`config.mk`:
```
export PLATFORM = sky130hd
export DESIGN_NAME = can_frame_top
export DESIGN_NICKNAME = d
export VERILOG_FILES = /design/src/logic/can_reg_pkg.sv /design/src/logic/can_frame_pkg.sv /design/src/logic/can_frame_top.sv /design/src/logic/can_error_counter.sv /design/src/logic/can_frame_sequencer.sv /design/src/logic/can_bit_timer.sv /design/src/logic/can_ctrl_regs.sv
export VERILOG_INCLUDE_DIRS = /design/src /design/src/include
export SDC_FILE = /design/constraint.sdc
export NUM_CORES = 1
export LEC_CHECK = 0
export ABC_CLOCK_PERIOD_IN_PS = 4590
export BUFFER_PORTS_ARGS = -buffer_cell sky130_fd_sc_hd__buf_2
export CORE_UTILIZATION = 36
export CTS_BUF_LIST = sky130_fd_sc_hd__clkbuf_16
export DETAILED_ROUTE_END_ITERATION = 12
export PLACE_DENSITY = 0.56
export SYNTH_ARGS = -nofsm -noshare
export SYNTH_HDL_FRONTEND = slang
export SYNTH_HIERARCHICAL = 1
export SYNTH_SLANG_ARGS = --single-unit
```
`constraint.sdc`:
```
create_clock -name clk -period 4.59 [get_ports clk]
set_input_delay 0.918 -clock clk [delete_from_list [all_inputs] [get_ports clk]]
set_output_delay 0.918 -clock clk [all_outputs]
set_load 0.005 [all_outputs]
```
`src/include/can_settings.svh`:
```
// Widths and limits of the CAN frame sequencer, included by the packages and the RTL.
`ifndef CAN_SETTINGS_SVH
`define CAN_SETTINGS_SVH

// Register word width of the host interface.
`define CAN_REG_WIDTH 16

// Bit-timing prescaler width.
`define CAN_PRESC_WIDTH 8

// Data length code field width and its largest legal value.
`define CAN_DLC_WIDTH 4
`define CAN_MAX_DLC 8

// Bit counter inside a frame field.
`define CAN_BIT_CNT_WIDTH 8

// Error counter width, step per error and error-passive threshold.
`define CAN_ERR_CNT_WIDTH 8
`define CAN_ERR_INC 8
`define CAN_ERR_PASSIVE_LIMIT 128

`endif
```
`src/logic/can_reg_pkg.sv`:
```
// Register map types of the CAN controller host interface, used by the register block.
`include "can_settings.svh"

package can_reg_pkg;

  typedef enum logic [1:0] {
    REG_TIMING = 2'd0,
    REG_FRAME  = 2'd1,
    REG_STATUS = 2'd2
  } can_reg_addr_e;

  // Timing register layout.
  typedef struct packed {
    logic                                          enable;     // Bit 15.
    logic [`CAN_REG_WIDTH-`CAN_PRESC_WIDTH-2:0]    reserved;
    logic [`CAN_PRESC_WIDTH-1:0]                   prescaler;  // Bits 7..0.
  } can_timing_view_t;

  // Frame register layout.
  typedef struct packed {
    logic [`CAN_REG_WIDTH-`CAN_DLC_WIDTH-1:0] reserved;
    logic [`CAN_DLC_WIDTH-1:0]                dlc;        // Bits 3..0.
  } can_frame_view_t;

  // One write word, read through the view that its address selects.
  typedef union packed {
    can_timing_view_t timing;
    can_frame_view_t  frame;
  } can_reg_word_u;

  // Configuration driven to the bit timer and the sequencer.
  typedef struct packed {
    logic [`CAN_PRESC_WIDTH-1:0] prescaler;
    logic                        bit_enable;
    logic [`CAN_DLC_WIDTH-1:0]   dlc;         // Already clamped to the largest dlc.
  } can_cfg_t;

endpackage

```
`src/logic/can_frame_pkg.sv`:
```
// Frame-level types and field lengths shared by the sequencer, the error counter and the top.
`include "can_settings.svh"

package can_frame_pkg;

  // Frame fields in transmission order.
  typedef enum logic [3:0] {
    IDLE        = 4'd0,
    SOF         = 4'd1,
    ARBITRATION = 4'd2,
    CONTROL     = 4'd3,
    DATA        = 4'd4,
    CRC         = 4'd5,
    ACK         = 4'd6,
    EOF         = 4'd7,
    IFS         = 4'd8,
    ERROR       = 4'd9
  } can_state_e;

  typedef logic [`CAN_BIT_CNT_WIDTH-1:0] can_bit_cnt_t;

  // Field lengths in bit times. DATA is 8 bits per byte of the dlc.
  localparam can_bit_cnt_t SOF_LEN   = 8'd1;
  localparam can_bit_cnt_t ARB_LEN   = 8'd12;
  localparam can_bit_cnt_t CTRL_LEN  = 8'd6;
  localparam can_bit_cnt_t CRC_LEN   = 8'd16;
  localparam can_bit_cnt_t ACK_LEN   = 8'd2;
  localparam can_bit_cnt_t EOF_LEN   = 8'd7;
  localparam can_bit_cnt_t IFS_LEN   = 8'd3;
  localparam can_bit_cnt_t ERROR_LEN = 8'd8;

  // Sequencer status seen by the error counter and the register block.
  typedef struct packed {
    can_state_e state;
    logic       tx_active;
    logic       rx_active;
    logic       frame_done;   // One cycle after IFS returns to IDLE.
    logic       error_entry;  // One cycle after ERROR is entered.
  } can_frame_status_t;

endpackage

```
`src/logic/can_frame_top.sv`:
```
// Top level of the CAN frame sequencer: registers, bit timer, FSM and error counter.
`timescale 1ns/1ns
`include "can_settings.svh"

module can_frame_top
  import can_frame_pkg::*;
  import can_reg_pkg::*;
(
  input  logic                          clk,
  input  logic                          rst_n,
  input  logic                          reg_wr,
  input  logic [1:0]                    reg_addr,
  input  logic [`CAN_REG_WIDTH-1:0]     reg_wdata,
  output logic [`CAN_REG_WIDTH-1:0]     reg_rdata,
  input  logic                          rx_start,
  input  logic                          tx_request,
  input  logic                          error_detected,
  output logic [3:0]                    state,
  output logic                          tx_active,
  output logic                          rx_active,
  output logic                          frame_done,
  output logic [`CAN_ERR_CNT_WIDTH-1:0] err_count,
  output logic                          error_passive
);

  can_cfg_t          cfg;
  can_frame_status_t status;
  logic              bit_time;

  can_ctrl_regs u_regs (
    .clk           (clk),
    .rst_n         (rst_n),
    .reg_wr        (reg_wr),
    .reg_addr      (can_reg_addr_e'(reg_addr)),
    .reg_wdata     (reg_wdata),
    .status        (status),
    .err_count     (err_count),
    .error_passive (error_passive),
    .cfg           (cfg),
    .reg_rdata     (reg_rdata)
  );

  can_bit_timer u_timer (
    .clk      (clk),
    .rst_n    (rst_n),
    .cfg      (cfg),
    .bit_time (bit_time)
  );

  can_frame_sequencer u_seq (
    .clk            (clk),
    .rst_n          (rst_n),
    .bit_time       (bit_time),
    .dlc            (cfg.dlc),
    .rx_start       (rx_start),
    .tx_request     (tx_request),
    .error_detected (error_detected),
    .status         (status)
  );

  can_error_counter u_errcnt (
    .clk           (clk),
    .rst_n         (rst_n),
    .status        (status),
    .err_count     (err_count),
    .error_passive (error_passive)
  );

  assign state      = status.state;
  assign tx_active  = status.tx_active;
  assign rx_active  = status.rx_active;
  assign frame_done = status.frame_done;

endmodule

```
`src/logic/can_error_counter.sv`:
```
// Saturating frame error counter that flags the error-passive condition.
`timescale 1ns/1ns
`include "can_settings.svh"

module can_error_counter
  import can_frame_pkg::*;
(
  input  logic                          clk,
  input  logic                          rst_n,
  input  can_frame_status_t             status,
  output logic [`CAN_ERR_CNT_WIDTH-1:0] err_count,
  output logic                          error_passive
);

  localparam int W = `CAN_ERR_CNT_WIDTH;

  logic [W:0]   inc_sum;
  logic [W-1:0] cnt_next;

  assign inc_sum = {1'b0, err_count} + (W+1)'(`CAN_ERR_INC);

  always_comb begin
    cnt_next = err_count;
    if (status.error_entry) begin
      cnt_next = inc_sum[W] ? {W{1'b1}} : inc_sum[W-1:0];  // Clip at full scale.
    end else if (status.frame_done && err_count != '0) begin
      cnt_next = err_count - 1'b1;
    end
  end

  always_ff @(posedge clk or negedge rst_n) begin
    if (!rst_n) begin
      err_count     <= '0;
      error_passive <= 1'b0;
    end else begin
      err_count     <= cnt_next;
      error_passive <= (cnt_next >= W'(`CAN_ERR_PASSIVE_LIMIT));  // Tracks the new count.
    end
  end

endmodule

```
`src/logic/can_frame_sequencer.sv`:
```
// Frame field FSM: walks SOF to IFS one field length at a time, with error override.
`timescale 1ns/1ns
`include "can_settings.svh"

module can_frame_sequencer
  import can_frame_pkg::*;
(
  input  logic                      clk,
  input  logic                      rst_n,
  input  logic                      bit_time,
  input  logic [`CAN_DLC_WIDTH-1:0] dlc,
  input  logic                      rx_start,
  input  logic                      tx_request,
  input  logic                      error_detected,
  output can_frame_status_t         status
);

  can_state_e   state;
  can_state_e   next_state;
  can_bit_cnt_t bit_cnt;
  can_bit_cnt_t field_len;
  can_bit_cnt_t data_len;
  logic         error_r;
  logic         tx_active;
  logic         rx_active;
  logic         frame_done;
  logic         error_entry;
  logic         field_last;
  logic         advance;

  assign data_len = {{(`CAN_BIT_CNT_WIDTH-`CAN_DLC_WIDTH-3){1'b0}}, dlc, 3'b000};

  // Length of the field being sent.
  always_comb begin
    case (state)
      SOF:         field_len = SOF_LEN;
      ARBITRATION: field_len = ARB_LEN;
      CONTROL:     field_len = CTRL_LEN;
      DATA:        field_len = data_len;
      CRC:         field_len = CRC_LEN;
      ACK:         field_len = ACK_LEN;
      EOF:         field_len = EOF_LEN;
      IFS:         field_len = IFS_LEN;
      ERROR:       field_len = ERROR_LEN;
      default:     field_len = '0;
    endcase
  end

  always_comb begin
    case (state)
      IDLE:        next_state = (tx_request || rx_start) ? SOF : IDLE;
      SOF:         next_state = ARBITRATION;
      ARBITRATION: next_state = CONTROL;
      CONTROL:     next_state = (data_len == '0) ? CRC : DATA;  // Empty data field.
      DATA:        next_state = CRC;
      CRC:         next_state = ACK;
      ACK:         next_state = EOF;
      EOF:         next_state = IFS;
      IFS:         next_state = IDLE;
      default:     next_state = IDLE;  // ERROR ends in IDLE.
    endcase
  end

  assign field_last = (bit_cnt == field_len - 1'b1);
  assign advance    = bit_time && ((state == IDLE) ? (tx_request || rx_start) : field_last);

  // The error input acts one cycle after it is sampled.
  always_ff @(posedge clk or negedge rst_n) begin
    if (!rst_n) begin
      error_r <= 1'b0;
    end else begin
      error_r <= error_detected;
    end
  end

  always_ff @(posedge clk or negedge rst_n) begin
    if (!rst_n) begin
      state       <= IDLE;
      bit_cnt     <= '0;
      tx_active   <= 1'b0;
      rx_active   <= 1'b0;
      frame_done  <= 1'b0;
      error_entry <= 1'b0;
    end else begin
      frame_done  <= 1'b0;
      error_entry <= 1'b0;
      if (error_r) begin
        state       <= ERROR;  // Restarts the error field if already there.
        bit_cnt     <= '0;
        tx_active   <= 1'b0;
        rx_active   <= 1'b0;
        error_entry <= (state != ERROR);
      end else if (advance) begin
        state   <= next_state;
        bit_cnt <= '0;
        if (state == IDLE) begin
          // Role is fixed at start of frame, transmit first.
          tx_active <= tx_request;
          rx_active <= !tx_request && rx_start;
        end else if (next_state == IDLE) begin
          tx_active  <= 1'b0;
          rx_active  <= 1'b0;
          frame_done <= (state == IFS);
        end
      end else if (bit_time && state != IDLE) begin
        bit_cnt <= bit_cnt + 1'b1;
      end
    end
  end

  assign status.state       = state;
  assign status.tx_active   = tx_active;
  assign status.rx_active   = rx_active;
  assign status.frame_done  = frame_done;
  assign status.error_entry = error_entry;

endmodule

```
`src/logic/can_bit_timer.sv`:
```
// Prescaled bit-time strobe generator feeding the frame sequencer.
`timescale 1ns/1ns
`include "can_settings.svh"

module can_bit_timer
  import can_reg_pkg::*;
(
  input  logic     clk,
  input  logic     rst_n,
  input  can_cfg_t cfg,
  output logic     bit_time
);

  logic [`CAN_PRESC_WIDTH-1:0] presc_cnt;

  // Counts down from the prescaler; zero marks the last cycle of a bit.
  always_ff @(posedge clk or negedge rst_n) begin
    if (!rst_n) begin
      presc_cnt <= '0;
    end else if (!cfg.bit_enable) begin
      presc_cnt <= cfg.prescaler;  // Hold at reload while disabled.
    end else if (presc_cnt == '0) begin
      presc_cnt <= cfg.prescaler;
    end else begin
      presc_cnt <= presc_cnt - 1'b1;
    end
  end

  // Prescaler 0 keeps the count at zero, so the strobe is high every cycle.
  assign bit_time = cfg.bit_enable && (presc_cnt == '0);

endmodule

```
`src/logic/can_ctrl_regs.sv`:
```
// Host register block: holds timing and frame setup and returns read data by address.
`timescale 1ns/1ns
`include "can_settings.svh"

module can_ctrl_regs
  import can_reg_pkg::*;
  import can_frame_pkg::*;
(
  input  logic                          clk,
  input  logic                          rst_n,
  input  logic                          reg_wr,
  input  can_reg_addr_e                 reg_addr,
  input  can_reg_word_u                 reg_wdata,
  input  can_frame_status_t             status,
  input  logic [`CAN_ERR_CNT_WIDTH-1:0] err_count,
  input  logic                          error_passive,
  output can_cfg_t                      cfg,
  output logic [`CAN_REG_WIDTH-1:0]     reg_rdata
);

  localparam logic [`CAN_DLC_WIDTH-1:0] MAX_DLC = `CAN_MAX_DLC;

  logic [`CAN_DLC_WIDTH-1:0] wr_dlc;
  can_reg_word_u             rd_word;

  assign wr_dlc = (reg_wdata.frame.dlc > MAX_DLC) ? MAX_DLC : reg_wdata.frame.dlc;

  always_ff @(posedge clk or negedge rst_n) begin
    if (!rst_n) begin
      cfg <= '0;
    end else if (reg_wr) begin
      case (reg_addr)
        REG_TIMING: begin
          cfg.prescaler  <= reg_wdata.timing.prescaler;
          cfg.bit_enable <= reg_wdata.timing.enable;
        end
        REG_FRAME: cfg.dlc <= wr_dlc;
        default: ;  // Status is read only.
      endcase
    end
  end

  // Read mux.
  always_comb begin
    rd_word = '0;
    case (reg_addr)
      REG_TIMING: begin
        rd_word.timing.prescaler = cfg.prescaler;
        rd_word.timing.enable    = cfg.bit_enable;
      end
      REG_FRAME: rd_word.frame.dlc = cfg.dlc;
      REG_STATUS: begin
        rd_word[`CAN_ERR_CNT_WIDTH-1:0] = err_count;
        rd_word[8]                      = error_passive;
        rd_word[15:12]                  = status.state;
      end
      default: rd_word = '0;
    endcase
  end

  assign reg_rdata = rd_word;

endmodule

```
==> metrics.csv, run 1 <==
stage,metric,value,unit
final_layout,Post-Layout Cell Count,481,
sta,relative slew slack,49.61,%
place,GPL Wtd Cong,0.7846,
yosys,Synth area leaders,"dfrtp_1 (35%), xnor2_1 (3.4%), mux2i_1 (3.3%)",
yosys,post-synth top area cell,dfrtp_1,
sta,clock skew,0.004813,ns
floorplan,IO Count,56,
floorplan,Cell Rows,34,
final_layout,Post-layout nets,404,
yosys,cell count after synthesis,341,
global_route,initial antenna violation count,0,
pwr,peak supply drop,0.0001591,V
pwr,P_sw,540.9,uW
final_layout,layout cells sized above 1,25.20,%
status,status,"finished, final reports clean",
drt,DRC violations left,0,
clock_tree,Max clock buf depth,2,
final_layout,Inserted Diodes,0,
yosys,number of synthesized register bits,47,
pwr,Sw Ratio,35.79,%
yosys,synth unique cells,80,
pwr,power per cell area,405.4,nW/um2
sta,setup TNS,0,ns
critical_path,critical path data required time,4.81,ns
yosys,Synth Warn #,6,
final_layout,area grow syn2layout,11.07,%
pwr,Leak,1.591,nW
yosys,Netlist Area Pre-Place,3357,um2
clock_tree,"Clk Latency, worst-skew pair",0.28,ns
place,PortBufs,45,
clock_tree,CTS tree,done,
sta,fin. max-slew vios,0,
global_route,first-pass GRT wire length,12970,um
min_path,Min-Delay Path Class,register to register,
yosys,commonest cells in the netlist,"dfrtp_1 (47), nor2_1 (24), inv_1 (17), nand2_1 (17)",
pwr,design internal power,970.5,uW
clock_tree,# clock sinks,47,
sta,RSZ-0062 raised after global routing,false,
pwr,combinational share of power,29.4,%
yosys,Most used DFF post-synth,dfrtp_1,
clock_tree,CTS buffer count,5,
critical_path,Critical Path Slowest Stage Cell,dfrtp_1,
yosys,sequential fraction of the synthesis area,35.04,%
critical_path,cell family contributing the most delay on the critical path,compound AO/OA/AOI/OAI gates,
critical_path,reg2reg start,u_seq/state[1],
sta,min cycle time layout,3.450,ns
pwr,Clock Power Share,28.1,%
clock_tree,Post-CTS Resized,0,
floorplan,chip width,98.57,um
critical_path,crit-path cells,nor2b_1 > o21ai_0 > o31a_1 > ha_1 > xnor2_1 > a211o_1 > a2111oi_4 > nand3_1 > o21ai_2 > and3_1,
critical_path,worst-path maximum fanout,23,
clock_tree,hold buffer count at cts,0,
sta,Hold Fails Final Rpt,0,
critical_path,cell depth of the worst flop-to-flop path,10,
yosys,Post-synth ARST share,100.0,%
drt,"antenna viol nets, final",0,
sta,Setup Viol. Count Final,0,
pwr,Flop pwr share,42.5,%
critical_path,Critical Path AT,3.67,ns
critical_path,crit path from,u_seq/state[1],
place,Detail Placement HPWL,5433,um
drt,drt via density,5.435,
clock_tree,root buf cell,clkbuf_16,
drt,First DRT Iteration DRCs,129,
global_route,gr usage total,16.45,%
floorplan,Initial Util,37.76,%
critical_path,register-to-register setup slack,1.14,ns
drt,via count,2614,
clock_tree,CTS H-Tree Depth,2,
critical_path,Slowest Stage Delay on Critical Path,0.80,ns
floorplan,Core Region,8891,um2
place,Placed Area,3557,um2
global_route,GRT overflow,0,
yosys,Post-Syn Area per Cell,9.844,um2
yosys,post-synth top area share,35.04,%
sta,Final period util,75.16,%
critical_path,worst path buffer plus inverter count,0,
global_route,largest net degree at the start of global routing,48,
clock_tree,clock slew at reported path FFs,0.07,ns
final_layout,fin util,41.94,%
run,max cap viols,0,
drt,TritonRoute pass-1 iters,4,
floorplan,die area,9715,um2
final_layout,Final Cell Area,3729,um2
critical_path,Setup crit end kind,register,
floorplan,die height,98.57,um
critical_path,Crit Path Class,register to register,
yosys,most numerous cell in the Yosys netlist,dfrtp_1,
critical_path,r2r endpoint,u_seq/frame_done,
final_layout,fill cell count,858,
sta,worst-margin pin slew,0.7559,ns
yosys,"EDFF count, synth",0,
drt,WL final,7650,um
global_route,number of global-route vias before repair,2465,
critical_path,WP depth,10,
sta,Max Freq,0.2899,GHz
place,DP Cell Count,473,
critical_path,CP Launch Type,register,
critical_path,Critical Path End,u_seq/frame_done,
clock_tree,"Setup Fix Bufs, Post-CTS",0,
drt,drt wl/cell,15.90,um
[sequential cells by signal (all words and copies together), names as in the netlist]
| name | flops |
|---|---|
| u_errcnt/error_passive | 1 |
| u_seq/rx_active | 1 |
| u_seq/bit_cnt | 8 |
| u_seq/error_entry | 1 |
| u_errcnt/err_count | 8 |
| u_regs/cfg | 13 |
| u_seq/tx_active | 1 |
| u_timer/presc_cnt | 8 |
| u_seq/state | 4 |
| u_seq/frame_done | 1 |
| u_seq/error_r | 1 |
[power by group through the flow]
stage / sequential, mW / clock (mW) / combinational [mW]
2_1_floorplan: 0.597 / 0 / 0.383
3_3_place_gp: 0.648 / 0 / 0.440
3_5_place_dp: 0.652 / 0 / 0.448
4_1_cts: 0.643 / 0.439 / 0.450
5_1_grt: 0.661 / 0.464 / 0.501
6_report: 0.642 / 0.424 / 0.445
[how the worst min path moves through the flow]
stage | start | cells past startpoint | endpoint | slack [ns]
2_1_floorplan | u_regs/cfg[5] | 2 | u_timer/presc_cnt[0] | 0.47
5_1_grt | u_timer/presc_cnt[0] | 1 | u_timer/presc_cnt[0] | 0.53
4_1_cts | u_timer/presc_cnt[0] | 1 | u_timer/presc_cnt[0] | 0.51
3_3_place_gp | u_timer/presc_cnt[0] | 1 | u_timer/presc_cnt[0] | 0.50
6_report | u_timer/presc_cnt[0] | 1 | u_timer/presc_cnt[0] | 0.51
3_5_place_dp | u_timer/presc_cnt[0] | 1 | u_timer/presc_cnt[0] | 0.51
[metal layers]
layer | global-route usage [%] | vias to the layer above | part of all wire (%)
met5 | 0 | - | 0
met4 | 3.100 | 0 | 0.46
met3 | 3.191 | 2 | 2.5
met2 | 24.70 | 42 | 45
met1 | 24.59 | 1264 | 52
li1 | - | 1306 | -
[kinds of logic after synthesis]
kind of cell    count (synthesis)  synth area share, %
compound gates                 82                19.16
xor+xnor                       22                5.740
fa+ha+maj                       8                2.982
buf+inv                        43                7.565
flops                          47                35.04
mux                            24                8.088
other cells                     1               0.1117
simple gates                  114                21.32
[final cells by class]
type | count | area, um2 | area share, %
Multi-Input combinational cell | 253 | 1934 | 51.88
Sequential cell | 47 | 1176 | 31.54
Timing Repair Buffer | 48 | 247.7 | 6.644
Tap cell | 108 | 135.1 | 3.624
Clock buffer | 5 | 125.1 | 3.356
Inverter | 17 | 63.81 | 1.711
Clock inverter | 3 | 46.29 | 1.242
[stage by stage]
stage / hold WS [ns] / setup WS, ns / power, mW
2_1_floorplan: 0.4681 / 1.710 / 0.9801
3_3_place_gp: 0.4991 / 1.197 / 1.088
3_5_place_dp: 0.5082 / 1.166 / 1.100
4_1_cts: 0.5122 / 1.136 / 1.532
5_1_grt: 0.5272 / 0.8591 / 1.626
6_report: 0.5066 / 1.140 / 1.511
[layout by cell type, fill, tap and decap left out, types with 4 or more instances in the layout]
master,n
dfrtp_1,47
buf_2,45
nor2_1,24
inv_1,17
nand2_1,17
xnor2_1,13
a21oi_1,12
mux2i_1,11
a211oi_1,10
o21ai_0,10
mux2_2,9
xor2_1,9
ha_1,8
nand3_1,8
o21ai_1,7
nor4_1,6
nor3_1,6
clkbuf_16,5
or3_1,5
nor2b_1,5
nand2b_1,4
o2bb2ai_1,4
and2_1,4
mux2_4,4
nor3b_1,4
Note: power is estimated with default switching activity, not from simulation.
==> run 2: changes to the inputs <==
--- a/config.mk
+++ b/config.mk
@@ -6,12 +6,13 @@
 export SDC_FILE = /design/constraint.sdc
 export NUM_CORES = 1
 export LEC_CHECK = 0
-export ABC_CLOCK_PERIOD_IN_PS = 4590
+export ABC_AREA = 1
+export ABC_CLOCK_PERIOD_IN_PS = 2800
 export BUFFER_PORTS_ARGS = -buffer_cell sky130_fd_sc_hd__buf_2
 export CORE_UTILIZATION = 36
 export CTS_BUF_LIST = sky130_fd_sc_hd__clkbuf_16
 export DETAILED_ROUTE_END_ITERATION = 12
-export PLACE_DENSITY = 0.56
+export PLACE_DENSITY = 0.58
 export SYNTH_ARGS = -nofsm -noshare
 export SYNTH_HDL_FRONTEND = slang
 export SYNTH_HIERARCHICAL = 1
==> constraint.sdc (replaced) <==
create_clock -name clk -period 2.8 [get_ports clk]
set_input_delay 0.56 -clock clk [delete_from_list [all_inputs] [get_ports clk]]
set_output_delay 0.56 -clock clk [all_outputs]
set_load 0.005 [all_outputs]
==> metrics.csv, run 2 <==
stage,metric,value,unit
yosys,cell count after synthesis,471,
status,status,"finished, final reports clean",
clock_tree,CTS H-Tree Depth,2,
global_route,M2 GR Usage,28.19,%
global_route,GRT overflow,0,
sta,worst-margin pin slew,0.6066,ns
critical_path,critical path data required time,2.98,ns
yosys,Post-Syn Area per Cell,6.973,um2
yosys,Synth area leaders,"dfrtp_1 (36%), nand2_1 (19%), nand3_1 (6.7%)",
drt,WL final,7873,um
clock_tree,"Clk Latency, worst-skew pair",0.28,ns
floorplan,die height,97.52,um
global_route,initial antenna violation count,0,
place,DP Cell Count,620,
place,Placed Area,3615,um2
clock_tree,Max clock buf depth,2,
drt,drt via density,4.772,
sta,Final period util,88.49,%
sta,clock skew,0.005595,ns
critical_path,register-to-register setup slack,0.32,ns
global_route,GRT met3 Usage,2.446,%
critical_path,worst path buffer plus inverter count,2,
floorplan,Cell Rows,34,
pwr,peak supply drop,0.0002410,V
yosys,Most used DFF post-synth,dfrtp_1,
pwr,power per cell area,595.6,nW/um2
drt,First DRT Iteration DRCs,139,
floorplan,die area,9509,um2
critical_path,Slowest Stage Delay on Critical Path,0.44,ns
place,Detail Placement HPWL,5991,um
min_path,Min-Delay Path Class,primary input to asynchronous set/reset pin,
clock_tree,clock slew at reported path FFs,0.07,ns
yosys,Netlist Area Pre-Place,3284,um2
sta,relative slew slack,59.56,%
drt,TritonRoute pass-1 iters,4,
final_layout,Final Cell Area,3810,um2
final_layout,Post-Layout Cell Count,632,
global_route,busiest grt layer,met2,
floorplan,IO Count,56,
critical_path,CP Launch Type,register,
global_route,first-pass GRT wire length,13630,um
final_layout,most frequent cells in the layout,"nand2_1 (164), inv_1 (56), buf_2 (45)",
clock_tree,CTS buffer count,5,
yosys,commonest cells in the netlist,"nand2_1 (165), inv_1 (56), dfrtp_1 (47)",
sta,fin. max-slew vios,0,
critical_path,CP dominant cell by count,nand2_1,
floorplan,Initial Util,37.48,%
global_route,gr usage total,17.37,%
sta,Setup Viol. Count Final,0,
drt,DRC violations left,0,
final_layout,area grow syn2layout,16.00,%
clock_tree,CTS tree,done,
global_route,number of global-route vias before repair,2862,
drt,"antenna viol nets, final",0,
yosys,Post-synth ARST share,100.0,%
yosys,post-synth top area share,35.81,%
final_layout,Inserted Diodes,0,
final_layout,Post-layout nets,555,
yosys,number of synthesized register bits,47,
sta,Max Freq,0.4036,GHz
floorplan,Core Region,8763,um2
sta,setup TNS,0,ns
global_route,M1 GR Usage,23.95,%
critical_path,crit-path cells,buf_4 > nor2_4 > nand2_2 > nand3_2 > inv_1 > ha_1 > xnor2_1 > nor2_1 > nand2_1 > nor2_2 > nand3_1 > nor2_1 > nand2_1 > nand2_2 > nand2_4 > nand2_4 > nand2_1 > nand2_1 > nand2_1,
clock_tree,hold buffer count at cts,0,
drt,via count,3016,
final_layout,sequential cell area,1181,um2
critical_path,cell family contributing the most delay on the critical path,simple AND/OR/NAND/NOR gates,
drt,drt wl/cell,12.46,um
yosys,sequential fraction of the synthesis area,35.81,%
sta,min cycle time layout,2.478,ns
final_layout,layout cells sized above 1,20.80,%
final_layout,area occupied by multi-input gates,1813,um2
global_route,largest net degree at the start of global routing,48,
sta,Hold Fails Final Rpt,0,
yosys,"EDFF count, synth",0,
final_layout,Reg with most FFs,u_regs/cfg,
clock_tree,# clock sinks,47,
critical_path,Crit Path Class,register to register,
yosys,Synth Warn #,6,
critical_path,Critical Path AT,2.65,ns
clock_tree,root buf cell,clkbuf_16,
critical_path,Critical Path Slowest Stage Cell,dfrtp_2,
critical_path,worst-path maximum fanout,8,
place,GPL Wtd Cong,0.8854,
floorplan,chip width,97.52,um
run,max cap viols,0,
final_layout,max reg flops,13,
final_layout,"most common cell after layout, fill and taps aside",nand2_1,
yosys,post-synth top area cell,dfrtp_1,
pwr,Leak,2.055,nW
yosys,synth unique cells,34,
place,PortBufs,45,
final_layout,fill cell count,931,
critical_path,Setup crit end kind,register,
yosys,most numerous cell in the Yosys netlist,nand2_1,
==> run 2: worst reg2reg max path, stage by stage, from the launching register on <==
cell and delay [ns]:
dfrtp_2 0.44, buf_4 0.15, nor2_4 0.13, nand2_2 0.10
nand3_2 0.10, inv_1 0.07, ha_1 0.28, xnor2_1 0.12
nor2_1 0.09, nand2_1 0.07, nor2_2 0.10, nand3_1 0.07
nor2_1 0.10, nand2_1 0.08, nand2_2 0.10, nand2_4 0.07
nand2_4 0.11, nand2_1 0.08, nand2_1 0.06, nand2_1 0.04
==> run 2: cell families (layout without fill, tap and decap cells) <==
group	after synthesis	after routing	synth area share (%)
buffers and inverters	73	124	9.829
adder cells (fa/ha/maj)	8	8	3.048
AND/OR/NAND/NOR	297	297	42.44
other	1	3	0.1142
XOR/XNOR	12	12	3.200
AO/OA/AOI/OAI	33	33	5.562
flip-flops	47	47	35.81
==> run 2: through the flow <==
step	utilization [%]	hold WS (ns)	power [mW]	worst slack, ns
floorplan	-	0.2644	1.499	0.4174
global placement	41.25	0.4539	1.690	0.1766
detailed placement	41.25	0.4614	1.705	0.1734
CTS	42.85	0.3712	2.295	0.1590
global route	43.48	0.3683	2.450	-0.007970
finish	43.48	0.3707	2.269	0.3222
==> run 2: final cells by class <==
| cell class | count | area share, % |
|---|---|---|
| clock buffer | 5 | 3.284 |
| timing repair buffer | 54 | 8.013 |
| clock inverter | 3 | 0.3941 |
| multi-input combinational | 353 | 47.59 |
| tap | 108 | 3.547 |
| sequential | 47 | 31.00 |
| inverter | 62 | 6.174 |
==> run 2: worst paths after layout <==
path | start | endpoint | cells past startpoint
max in group asynchronous | rst_n | u_seq/state[3] | 2
min | rst_n | u_regs/cfg[11] | 2
max | u_seq/state[2] | u_seq/rx_active | 19
min reg2reg | u_timer/presc_cnt[0] | u_timer/presc_cnt[0] | 1
min in group clk | error_detected | u_seq/error_r | 1
max reg2reg | u_seq/state[2] | u_seq/rx_active | 19
==> run 2: layer usage <==
| layer | part of all wire (%) | vias to the layer above |
|---|---|---|
| li1 | - | 1583 |
| met5 | 0 | - |
| met2 | 46 | 51 |
| met1 | 50 | 1375 |
| met3 | 2.8 | 7 |
| met4 | 0.91 | 0 |
==> run 2: what timing repair did <==
item,4_1_cts,5_1_grt
buffers inserted,0,4
resized for setup,0,10
setup endpoints to repair,0,15
==> run 2: report_power, final <==
| part | switching [mW] | internal [mW] |
|---|---|---|
| Combinational | 0.423 | 0.307 |
| Clock | 0.252 | 0.325 |
| Sequential | 0.175 | 0.787 |
